### config.mk
export PLATFORM = sky130hd
export DESIGN_NAME = load_unit
export DESIGN_NICKNAME = d
export VERILOG_FILES = /design/src/verilog/load_pkg.sv /design/src/verilog/load_req_fsm.sv /design/src/verilog/load_result_align.sv /design/src/verilog/load_unit.sv
export SDC_FILE = /design/constraint.sdc
export NUM_CORES = 1
export LEC_CHECK = 0
export BUFFER_PORTS_ARGS = -buffer_cell sky130_fd_sc_hd__buf_2
export CORE_AREA = 5 5 106 108
export DETAILED_ROUTE_END_ITERATION = 8
export DIE_AREA = 0 0 111 113
export PLACE_DENSITY_LB_ADDON = 0.1
export SLEW_MARGIN = 20
export SYNTH_ARGS = -nofsm -noshare
export SYNTH_HDL_FRONTEND = slang
export SYNTH_SLANG_ARGS = --single-unit
### constraint.sdc
create_clock -name clk_i -period 6 [get_ports clk_i]
set_clock_uncertainty 0.2 [all_clocks]
set_input_delay 1.2 -clock clk_i [delete_from_list [all_inputs] [get_ports clk_i]]
set_output_delay 1.2 -clock clk_i [all_outputs]
set_load 0.1 [all_outputs]
### src/verilog/load_pkg.sv
// ---------------------------------------------------------------------
// load unit package
// widths, load operation encoding and cache transfer size shared by the
// request FSM, the result path and the top level
// ---------------------------------------------------------------------
package load_pkg;

    // ---------------------------------------------------------------------
    // widths
    // ---------------------------------------------------------------------

    // cache read data and load result
    localparam int unsigned DATA_W     = 64;
    // virtual address as seen by the load unit
    localparam int unsigned VADDR_W    = 32;
    // physical address returned by the data TLB
    localparam int unsigned PADDR_W    = 34;
    // the cache index comes from the untranslated page offset
    localparam int unsigned INDEX_W    = 12;
    // physical bits above the index form the tag
    localparam int unsigned TAG_W      = PADDR_W - INDEX_W;
    // scoreboard transaction id
    localparam int unsigned TRANS_ID_W = 3;
    // one enable per byte of the double word
    localparam int unsigned BE_W       = DATA_W / 8;
    // byte offset inside a double word
    localparam int unsigned OFFSET_W   = 3;

    // ---------------------------------------------------------------------
    // types
    // ---------------------------------------------------------------------

    // integer load operations, the U variants zero extend
    typedef enum logic [2:0] {
        LD,
        LW,
        LWU,
        LH,
        LHU,
        LB,
        LBU
    } load_op_t;

    // transfer size as the data cache expects it
    typedef enum logic [1:0] {
        SIZE_BYTE   = 2'd0,
        SIZE_HALF   = 2'd1,
        SIZE_WORD   = 2'd2,
        SIZE_DOUBLE = 2'd3
    } load_size_t;

    // map a load operation to the number of bytes it moves
    function automatic load_size_t load_size_of(load_op_t op);
        load_size_t size;
        case (op)
            LW, LWU:  size = SIZE_WORD;
            LH, LHU:  size = SIZE_HALF;
            LB, LBU:  size = SIZE_BYTE;
            default:  size = SIZE_DOUBLE;
        endcase
        return size;
    endfunction

endpackage

### src/verilog/load_req_fsm.sv
// ---------------------------------------------------------------------
// load request FSM
// drives translation, the cache index/tag handshake, the page offset
// stall, TLB miss aborts and flushes, and qualifies the cache response
// ---------------------------------------------------------------------
`timescale 1ns/1ps

module load_req_fsm (
    input  logic                        clk_i,
    input  logic                        rst_ni,
    input  logic                        flush_i,
    // request from the issue side
    input  logic                        valid_i,
    input  load_pkg::load_op_t          op_i,
    // data TLB answer, same cycle as translation_req_o
    input  logic [load_pkg::PADDR_W-1:0] paddr_i,
    input  logic                        dtlb_hit_i,
    // a pending store touches the same page offset
    input  logic                        page_offset_matches_i,
    // data cache handshake
    input  logic                        data_gnt_i,
    input  logic                        data_rvalid_i,
    output logic                        pop_o,
    output logic                        translation_req_o,
    output logic                        data_req_o,
    output logic                        tag_valid_o,
    output logic                        kill_req_o,
    output logic [load_pkg::TAG_W-1:0]  address_tag_o,
    output load_pkg::load_size_t        data_size_o,
    // qualified response
    output logic                        valid_o
);
    import load_pkg::*;

    typedef enum logic [2:0] {
        IDLE,
        WAIT_GNT,
        SEND_TAG,
        WAIT_PAGE_OFFSET,
        ABORT_TRANSACTION,
        WAIT_TRANSLATION,
        WAIT_FLUSH
    } state_t;

    state_t state_d, state_q;

    // physical tag held for the cycle after the grant
    logic [TAG_W-1:0] tag_q;

    // the transfer size only depends on the operation of the held request
    assign data_size_o = load_size_of(op_i);

    // ---------------------------------------------------------------------
    // request control
    // ---------------------------------------------------------------------
    always_comb begin : request_control
        state_d           = state_q;
        pop_o             = 1'b0;
        translation_req_o = 1'b0;
        data_req_o        = 1'b0;
        tag_valid_o       = 1'b0;
        kill_req_o        = 1'b0;

        case (state_q)
            // SEND_TAG finishes the previous load and takes a new one in
            // the same cycle, so both share the accept path
            IDLE, SEND_TAG: begin
                if (state_q == SEND_TAG) begin
                    // the tag registered at grant goes out now
                    tag_valid_o = 1'b1;
                end
                state_d = IDLE;
                if (valid_i) begin
                    // translation starts right away, before the store check
                    translation_req_o = 1'b1;
                    if (page_offset_matches_i) begin
                        // an older store to the same offset has to drain first
                        state_d = WAIT_PAGE_OFFSET;
                    end else begin
                        data_req_o = 1'b1;
                        if (!data_gnt_i) begin
                            state_d = WAIT_GNT;
                        end else if (dtlb_hit_i) begin
                            // granted and translated so the tag follows next cycle
                            state_d = SEND_TAG;
                            pop_o   = 1'b1;
                        end else begin
                            // granted without a translation, give the slot back
                            state_d = ABORT_TRANSACTION;
                        end
                    end
                end
            end

            // hold the index request and the translation until the grant
            WAIT_GNT: begin
                translation_req_o = 1'b1;
                data_req_o        = 1'b1;
                if (data_gnt_i) begin
                    if (dtlb_hit_i) begin
                        state_d = SEND_TAG;
                        pop_o   = 1'b1;
                    end else begin
                        state_d = ABORT_TRANSACTION;
                    end
                end
            end

            // no cache request at all until the store conflict is gone
            WAIT_PAGE_OFFSET: begin
                if (!page_offset_matches_i) begin
                    state_d = WAIT_GNT;
                end
            end

            // kill together with tag valid releases the granted request so
            // the page table walker can reach the cache
            ABORT_TRANSACTION: begin
                kill_req_o  = 1'b1;
                tag_valid_o = 1'b1;
                state_d     = WAIT_TRANSLATION;
            end

            // keep asking the TLB and start over once it hits
            WAIT_TRANSLATION: begin
                translation_req_o = 1'b1;
                if (dtlb_hit_i) begin
                    state_d = WAIT_GNT;
                end
            end

            // cancel whatever may still be outstanding in the cache
            WAIT_FLUSH: begin
                kill_req_o  = 1'b1;
                tag_valid_o = 1'b1;
                state_d     = IDLE;
            end

            default: begin
                state_d = IDLE;
            end
        endcase

        // a flush wins over every transition above
        if (flush_i) begin
            state_d = WAIT_FLUSH;
        end
    end

    // ---------------------------------------------------------------------
    // response qualification
    // ---------------------------------------------------------------------

    // data that shows up while the unit is killing a request belongs to
    // the cancelled load and is dropped
    assign valid_o = data_rvalid_i && (state_q != WAIT_FLUSH) && !kill_req_o;

    // the tag is sampled in the grant cycle and presented in the next one
    assign address_tag_o = tag_q;

    always_ff @(posedge clk_i) begin
        if (data_req_o && data_gnt_i) begin
            tag_q <= paddr_i[INDEX_W+TAG_W-1:INDEX_W];
        end
    end

    always_ff @(posedge clk_i or negedge rst_ni) begin
        if (!rst_ni) begin
            state_q <= IDLE;
        end else begin
            state_q <= state_d;
        end
    end

endmodule

### src/verilog/load_result_align.sv
// ---------------------------------------------------------------------
// load result path
// keeps the popped load's id, offset and operation and turns the raw
// cache double word into the aligned, extended load result
// ---------------------------------------------------------------------
`timescale 1ns/1ps

module load_result_align (
    input  logic                             clk_i,
    input  logic                             rst_ni,
    // capture strobe, high in the cycle the request is taken
    input  logic                             pop_i,
    input  logic [load_pkg::VADDR_W-1:0]     vaddr_i,
    input  load_pkg::load_op_t               op_i,
    input  logic [load_pkg::TRANS_ID_W-1:0]  trans_id_i,
    // raw read data from the data cache
    input  logic [load_pkg::DATA_W-1:0]      data_rdata_i,
    output logic [load_pkg::TRANS_ID_W-1:0]  trans_id_o,
    output logic [load_pkg::DATA_W-1:0]      result_o
);
    import load_pkg::*;

    // ---------------------------------------------------------------------
    // pending load
    // ---------------------------------------------------------------------
    logic [TRANS_ID_W-1:0] trans_id_q;
    logic [OFFSET_W-1:0]   offset_q;
    load_op_t              op_q;
    logic                  signed_d, signed_q;
    logic [OFFSET_W-1:0]   sign_idx_d, sign_idx_q;

    // only the sign extending loads need a sign bit at all
    assign signed_d = op_i inside {LW, LH, LB};

    // the sign sits in the most significant byte of the loaded item, so
    // its byte lane is known as soon as the offset and the size are
    always_comb begin
        case (op_i)
            LW, LWU: sign_idx_d = vaddr_i[OFFSET_W-1:0] + 3'd3;
            LH, LHU: sign_idx_d = vaddr_i[OFFSET_W-1:0] + 3'd1;
            LB, LBU: sign_idx_d = vaddr_i[OFFSET_W-1:0];
            default: sign_idx_d = 3'd7;
        endcase
    end

    always_ff @(posedge clk_i) begin
        if (pop_i) begin
            trans_id_q <= trans_id_i;
            offset_q   <= vaddr_i[OFFSET_W-1:0];
        end
    end

    // the fields that steer the result mux start from a known value
    always_ff @(posedge clk_i or negedge rst_ni) begin
        if (!rst_ni) begin
            op_q       <= LD;
            signed_q   <= 1'b0;
            sign_idx_q <= '0;
        end else if (pop_i) begin
            op_q       <= op_i;
            signed_q   <= signed_d;
            sign_idx_q <= sign_idx_d;
        end
    end

    assign trans_id_o = trans_id_q;

    // ---------------------------------------------------------------------
    // realign and extend
    // ---------------------------------------------------------------------
    logic [DATA_W-1:0] shifted_data;
    logic [BE_W-1:0]   sign_bits;
    logic              sign_bit;

    // move the addressed byte down to bit zero
    assign shifted_data = data_rdata_i >> {offset_q, 3'b000};

    // top bit of every byte lane
    always_comb begin
        for (int i = 0; i < BE_W; i++) begin
            sign_bits[i] = data_rdata_i[8*i+7];
        end
    end

    // the sign select runs beside the shifter instead of after it
    // and an unsigned load pulls it to zero
    assign sign_bit = signed_q & sign_bits[sign_idx_q];

    always_comb begin
        case (op_q)
            LW, LWU: result_o = {{(DATA_W-32){sign_bit}}, shifted_data[31:0]};
            LH, LHU: result_o = {{(DATA_W-16){sign_bit}}, shifted_data[15:0]};
            LB, LBU: result_o = {{(DATA_W-8){sign_bit}}, shifted_data[7:0]};
            default: result_o = shifted_data;
        endcase
    end

endmodule

### src/verilog/load_unit.sv
// ---------------------------------------------------------------------
// load unit
// one load at a time from issue to the data cache and back, with the
// request FSM on one side and the result alignment on the other
// ---------------------------------------------------------------------
`timescale 1ns/1ps

module load_unit (
    input  logic                             clk_i,
    input  logic                             rst_ni,
    input  logic                             flush_i,
    // issue side, held stable until pop_o
    input  logic                             valid_i,
    input  logic [load_pkg::VADDR_W-1:0]     vaddr_i,
    input  load_pkg::load_op_t               op_i,
    input  logic [load_pkg::BE_W-1:0]        be_i,
    input  logic [load_pkg::TRANS_ID_W-1:0]  trans_id_i,
    output logic                             pop_o,
    // address translation
    output logic                             translation_req_o,
    input  logic [load_pkg::PADDR_W-1:0]     paddr_i,
    input  logic                             dtlb_hit_i,
    // store address check
    input  logic                             page_offset_matches_i,
    output logic [load_pkg::INDEX_W-1:0]     page_offset_o,
    // data cache request
    output logic                             data_req_o,
    input  logic                             data_gnt_i,
    output logic [load_pkg::INDEX_W-1:0]     address_index_o,
    output logic [load_pkg::TAG_W-1:0]       address_tag_o,
    output logic                             tag_valid_o,
    output logic                             kill_req_o,
    output logic [load_pkg::BE_W-1:0]        data_be_o,
    output load_pkg::load_size_t             data_size_o,
    // data cache response
    input  logic                             data_rvalid_i,
    input  logic [load_pkg::DATA_W-1:0]      data_rdata_i,
    // result to the scoreboard
    output logic                             valid_o,
    output logic [load_pkg::TRANS_ID_W-1:0]  trans_id_o,
    output logic [load_pkg::DATA_W-1:0]      result_o
);
    import load_pkg::*;

    // ---------------------------------------------------------------------
    // address split
    // ---------------------------------------------------------------------

    // the cache is virtually indexed, so index and page offset are the
    // same untranslated low bits
    assign address_index_o = vaddr_i[INDEX_W-1:0];
    assign page_offset_o   = vaddr_i[INDEX_W-1:0];

    // loads read whatever lanes the issuer enabled
    assign data_be_o = be_i;

    // ---------------------------------------------------------------------
    // request control and result path
    // ---------------------------------------------------------------------
    load_req_fsm u_req_fsm (
        .clk_i                 (clk_i),
        .rst_ni                (rst_ni),
        .flush_i               (flush_i),
        .valid_i               (valid_i),
        .op_i                  (op_i),
        .paddr_i               (paddr_i),
        .dtlb_hit_i            (dtlb_hit_i),
        .page_offset_matches_i (page_offset_matches_i),
        .data_gnt_i            (data_gnt_i),
        .data_rvalid_i         (data_rvalid_i),
        .pop_o                 (pop_o),
        .translation_req_o     (translation_req_o),
        .data_req_o            (data_req_o),
        .tag_valid_o           (tag_valid_o),
        .kill_req_o            (kill_req_o),
        .address_tag_o         (address_tag_o),
        .data_size_o           (data_size_o),
        .valid_o               (valid_o)
    );

    // the pending load is captured with the same pop the issuer sees
    load_result_align u_result_align (
        .clk_i        (clk_i),
        .rst_ni       (rst_ni),
        .pop_i        (pop_o),
        .vaddr_i      (vaddr_i),
        .op_i         (op_i),
        .trans_id_i   (trans_id_i),
        .data_rdata_i (data_rdata_i),
        .trans_id_o   (trans_id_o),
        .result_o     (result_o)
    );

endmodule

=== Word-level counts from Yosys, hierarchy flattened ===
Index checks and enable logic that the tools add are counted.

* Add/subtract/negate cells: 2
* Order comparisons: 1
* Equal/unequal tests: 22
* Shift operators: 1
* Multiplexer cells: 27
* Bitwise logic cells: 1
* Reduce and logical (&&, ||, !) cells: 16

{| class="wikitable"
|+ Operator list
! operator !! number
|-
| case mux 64 bit (3 select lines) || 1
|-
| >> shifter 64 x 6 -> 64 bit || 1
|-
| equality test 3 bit (second input constant) || 9
|-
| 2-to-1 mux 3 bit || 8
|-
| equality test 3 x 2 -> 1 bit (second input constant) || 6
|-
| OR reduction 2 bit || 9
|-
| case mux 3 bit (5 select lines) || 1
|-
| != test 3 bit (second input constant) || 4
|-
| 2-to-1 mux 1 bit || 10
|-
| equality test 3 x 1 -> 1 bit (second input constant) || 3
|-
| case mux 3 bit (3 select lines) || 1
|-
| case mux 1 bit (2 select lines) || 4
|-
| case mux 2 bit (3 select lines) || 1
|-
| less-than comparator 3 x 4 -> 1 bit (second input constant) || 1
|-
| adder 3 x 1 -> 3 bit (second input constant) || 1
|-
| adder 3 x 2 -> 3 bit (second input constant) || 1
|-
| binary-select mux 1 bit (select 3 bit) || 1
|-
| logical AND 1 bit || 3
|-
| logical NOT 3 bit || 1
|-
| AND reduction 3 bit || 1
|-
| nonzero test 3 bit || 1
|-
| AND 1 bit || 1
|-
| logical NOT 1 bit || 1
|}

* Flip-flop bits (word level): 38
* Input port bits: 152
* Output and inout port bits: 129
* Logic and storage cells: 77

=== Longest topological paths before layout ===
* Depth after elaboration: 6
* Depth in mapped cells: 8
* Mapped depth without buffers: 7

=== Hierarchy ===
A second synthesis with hierarchy kept.

* Cells, all modules: 472
* Area total of the unflattened synthesis: 3877.5 um^2

{| class="wikitable"
|+ Modules (own cells, without submodules)
! module !! times used !! cells an instance !! area each (um^2) !! seq. area each (um^2)
|-
| load_result_align || 1 || 369 || 2561.2 || 355.3
|-
| load_req_fsm || 1 || 71 || 1076.0 || 735.7
|-
| load_unit || 1 || 32 || 240.2 || 0.0
|}

=== Worst setup path after synthesis ===
Ideal clock, no wire load.

* Kind: input -> output
* Start: in data_rdata_i[54] (netlist name)
* End: out result_o[30] (netlist name)
* Data arrival time: 3.658 ns
* Data required time: 4.600 ns
* Path slack: 0.942 ns
* Cell stages on the path: 3
* Buffers on the path: 0
* Cell sequence: mux2_2 -> a21oi_1 -> o31ai_1

* Word-level cells in the longest chain between the ends: 2

{| class="wikitable"
|+ Ends and longest elaborated chain
! element !! line !! text
|-
| start: declaration || load_unit.sv:37 || <nowiki>input logic [load_pkg::DATA_W-1:0] data_rdata_i,</nowiki>
|-
| >> shifter 64 x 6 -> 64 bit || load_result_align.sv:76 || <nowiki>assign shifted_data = data_rdata_i >> {offset_q, 3'b000};</nowiki>
|-
| case mux 64 bit (3 select lines) || load_result_align.sv:90 || <nowiki>case (op_q)</nowiki>
|-
| end: declaration || load_unit.sv:41 || <nowiki>output logic [load_pkg::DATA_W-1:0] result_o</nowiki>
|}

Every way passes these cells.

=== Worst setup path in the final report ===
* Start: reg u_result_align.offset_q[1]
* End: out result_o[12] (netlist name)

* Word-level cells in the longest chain between the ends: 2

{| class="wikitable"
|+ Ends and longest elaborated chain
! element !! line !! text
|-
| start: declaration || load_result_align.sv:27 || <nowiki>logic [OFFSET_W-1:0] offset_q;</nowiki>
|-
| start signal: assignment || load_result_align.sv:49 || <nowiki>offset_q <= vaddr_i[OFFSET_W-1:0];</nowiki>
|-
| >> shifter 64 x 6 -> 64 bit || load_result_align.sv:76 ||
|-
| case mux 64 bit (3 select lines) || load_result_align.sv:90 ||
|}

Every way passes these cells.

==> metrics.md <==
| Metric | Value |
|---|---|
| Status | `completed` |
| Commonest non-fill, non-tap cell in the layout | `buf_2` |
| ANT cells | `0` |
| TritonCTS clock tree | `yes` |
| Synthesized area per cell | `8.69 um2` |
| Post-CTS setup buffers | `0` |
| CTS Buf Count | `5` |
| Worst Hold Path EP | `u_result_align.signed_q$_DFFE_PN0P_` |
| Power Total | `2.26 mW` |
| Resized Gates After CTS | `0` |
| Gate Count Post-Synth | `452` |
| Routed wire length | `13800 um` |
| Peak supply drop | `0.000331 V` |
| Final period utilization | `79.0%` |
| Fin crit period | `4.74 ns` |
| Pleak | `2.29 nW` |
| Initial antenna violation count | `0` |
| First-pass GRT wire length | `21600 um` |
| Dpl cells | `730` |
| Vias/cell | `5.63` |
| # rows | `37` |
| PwrDens | `466 mW/mm2` |
| Core area | `0.0101 mm2` |
| CP Data Required Time | `4.60 ns` |
| RSZ-0062 raised after global routing | `no` |
| Pin count of the biggest net entering global routing | `64` |
| Final nets | `754` |
| Remaining antenna violation count | `0` |
| CTS Sinks | `38` |
| Worst R2R Start | `u_req_fsm.state_q[0]$_DFFE_PN0P_` |
| Via count | `4155` |
| Layout cells sized above 1 | `42.7%` |
| EDFF count, synth | `28` |
| H-Tree Depth | `2` |
| CP arrival | `3.34 ns` |
| Post-route setup TNS | `0 ns` |
| Seq/Total Area, Yosys | `27.8%` |
| Synth cell types | `47` |
| Final Wtd Congestion | `0.890` |
| CTS max path bufs | `2` |
| Non-Filler Instances | `738` |
| Final setup violation count | `0` |
| Share of the synthesized area in the top cell type | `21.4%` |
| Vias in the first global route | `4096` |
| Syn nets | `605` |
| Maximum fanout along the worst path | `24` |
| Initial DRC count | `316` |
| CP Capture Type | `primary output` |
| Hold Crit Depth | `2` |
| Routed length per instance | `18.8 um` |
| Root Buffer | `clkbuf_8` |
| Worst Reg-to-Reg Cells | `3` |
| Most frequent cells in the layout | `buf_2, o21ai_0, mux2i_1, nand2_1, mux2_2` |
| Syn. warnings | `0` |
| Hold_buf cts | `0` |
| Die Area | `0.0125 mm2` |
| Synth area leaders | `edfxtp_1, mux2i_1, o21ai_0` |
| GRT Total Usage | `21.0%` |
| R2r setup slk | `3.51 ns` |
| Prevailing post-synth register cell | `edfxtp_1` |
| FF+latch count, synth | `38` |
| Fraction of registers with async set/reset | `26.3%` |
| Crit Path Category | `reg2out` |
| Achievable Freq | `211 MHz` |
| Mapped cell area | `0.00393 mm2` |
| Grt total ovfl | `0` |
| Hold Path Class | `reg2reg` |
| Crit Reg-Reg Endpoint | `u_req_fsm.address_tag_o[3]$_DFFE_PP_` |
| Worst-Margin Slew | `1.07 ns` |
| Fillers | `977` |
| Final Slew Violations | `0` |
| PortBufs | `205` |
| Clock latency on the worst-skew pair | `0.27 ns` |
| Relative max-transition margin | `28.2%` |
| Die Span Y | `113 um` |
| DRC | `0` |
| Area grow syn2layout | `23.6%` |
| Final Hold Vio Count | `0` |
| DP HPWL | `10400 um` |
| Hold path start | `u_result_align.signed_q$_DFFE_PN0P_` |
| Number of max-cap violations | `0` |
| Startpoint types | `flop` |
| Dominant cell type by area after synthesis | `edfxtp_1` |
| Pre-antenna DRT Iters | `5` |
| Reg clk slew, reported paths | `0.07 ns` |
| Initial Util | `38.7%` |
| DIE WIDTH | `111 um` |
| Top-level I/O count | `281` |
[routing by layer]
layer | GRT usage (%) | part of all wire [%]
met2 | 35.0 | 47
met1 | 27.5 | 43
met4 | 5.50 | 1.2
met3 | 4.87 | 8.3
met5 | 0 | 0
[worst max-delay path by stage]
stage | cells after the start | start | end
2_1_floorplan | 3 | data_rdata_i[54] | result_o[30]
3_3_place_gp | 6 | data_rdata_i[55] | result_o[12]
3_5_place_dp | 6 | data_rdata_i[55] | result_o[12]
4_1_cts | 5 | u_result_align.offset_q[1]$_DFFE_PP_ | result_o[12]
5_1_grt | 6 | u_result_align.offset_q[1]$_DFFE_PP_ | result_o[25]
6_report | 5 | u_result_align.offset_q[1]$_DFFE_PP_ | result_o[12]
[flip-flops by register name, indices dropped and copies added, names as in the netlist]
name                       count
u_req_fsm.address_tag_o       22
u_req_fsm.state_q              3
u_result_align.offset_q        3
u_result_align.op_q            3
u_result_align.sign_idx_q      3
u_result_align.trans_id_o      3
u_result_align.signed_q        1
[cell usage after synthesis (2+ instances only)]
library cell / instances
nor2_1: 22
mux4_2: 5
xor2_1: 2
nor3b_1: 3
o2bb2ai_1: 10
nand3_1: 5
a21o_1: 4
a221oi_1: 13
buf_4: 32
o21ai_0: 88
o211ai_1: 4
edfxtp_1: 28
dfrtp_1: 10
o21bai_1: 2
inv_1: 4
nor2b_1: 6
mux2i_1: 56
buf_2: 12
nand2_1: 42
nand2b_1: 6
mux2_2: 29
a21oi_1: 17
and2_1: 2
a211oi_1: 4
clkbuf_1: 24
[area by class of cell]
cell class	count	area (um2)	area share, %
inverter	5	18.8	0.387
sequential	38	1090	22.5
timing repair buffer	211	1070	22.1
clock inverter	3	16.3	0.335
clock buffer	5	68.8	1.42
multi-input combinational	340	2420	49.8
tap	136	170	3.51
[where the power goes]
group | switching [mW] | internal (mW)
logic | 1.52 | 0.240
clock network | 0.0893 | 0.0796
registers | 0.0283 | 0.306
[critical path: stages (launching register included)]
cell and delay (ns):
edfxtp_1 0.71, buf_4 0.34, nor2b_2 0.90, a221oi_1 0.22, o21ai_0 0.38, buf_2 0.51
[logic make-up after synthesis]
logic type | Yosys count | share of synthesized area (%)
AND/OR/NAND/NOR | 93 | 11.0
buffers and inverters | 74 | 10.7
AO/OA/AOI/OAI | 152 | 23.7
adder cells (fa/ha/maj) | 2 | 0.765
flip-flops | 38 | 27.8
XOR/XNOR | 3 | 0.669
multiplexers | 90 | 25.5
[per-stage QoR]
step	cell area, um2	util, %	hold slack (ns)	worst slack (ns)
after floorplan	3930	-	0.304	0.942
after global placement	4770	47.0	0.331	1.28
after detailed placement	4770	47.0	0.351	1.31
after CTS	4850	47.9	0.366	1.28
after global routing	4850	47.9	0.400	1.11
final	4850	47.9	0.382	1.26
(Power assumes the default switching activity.)
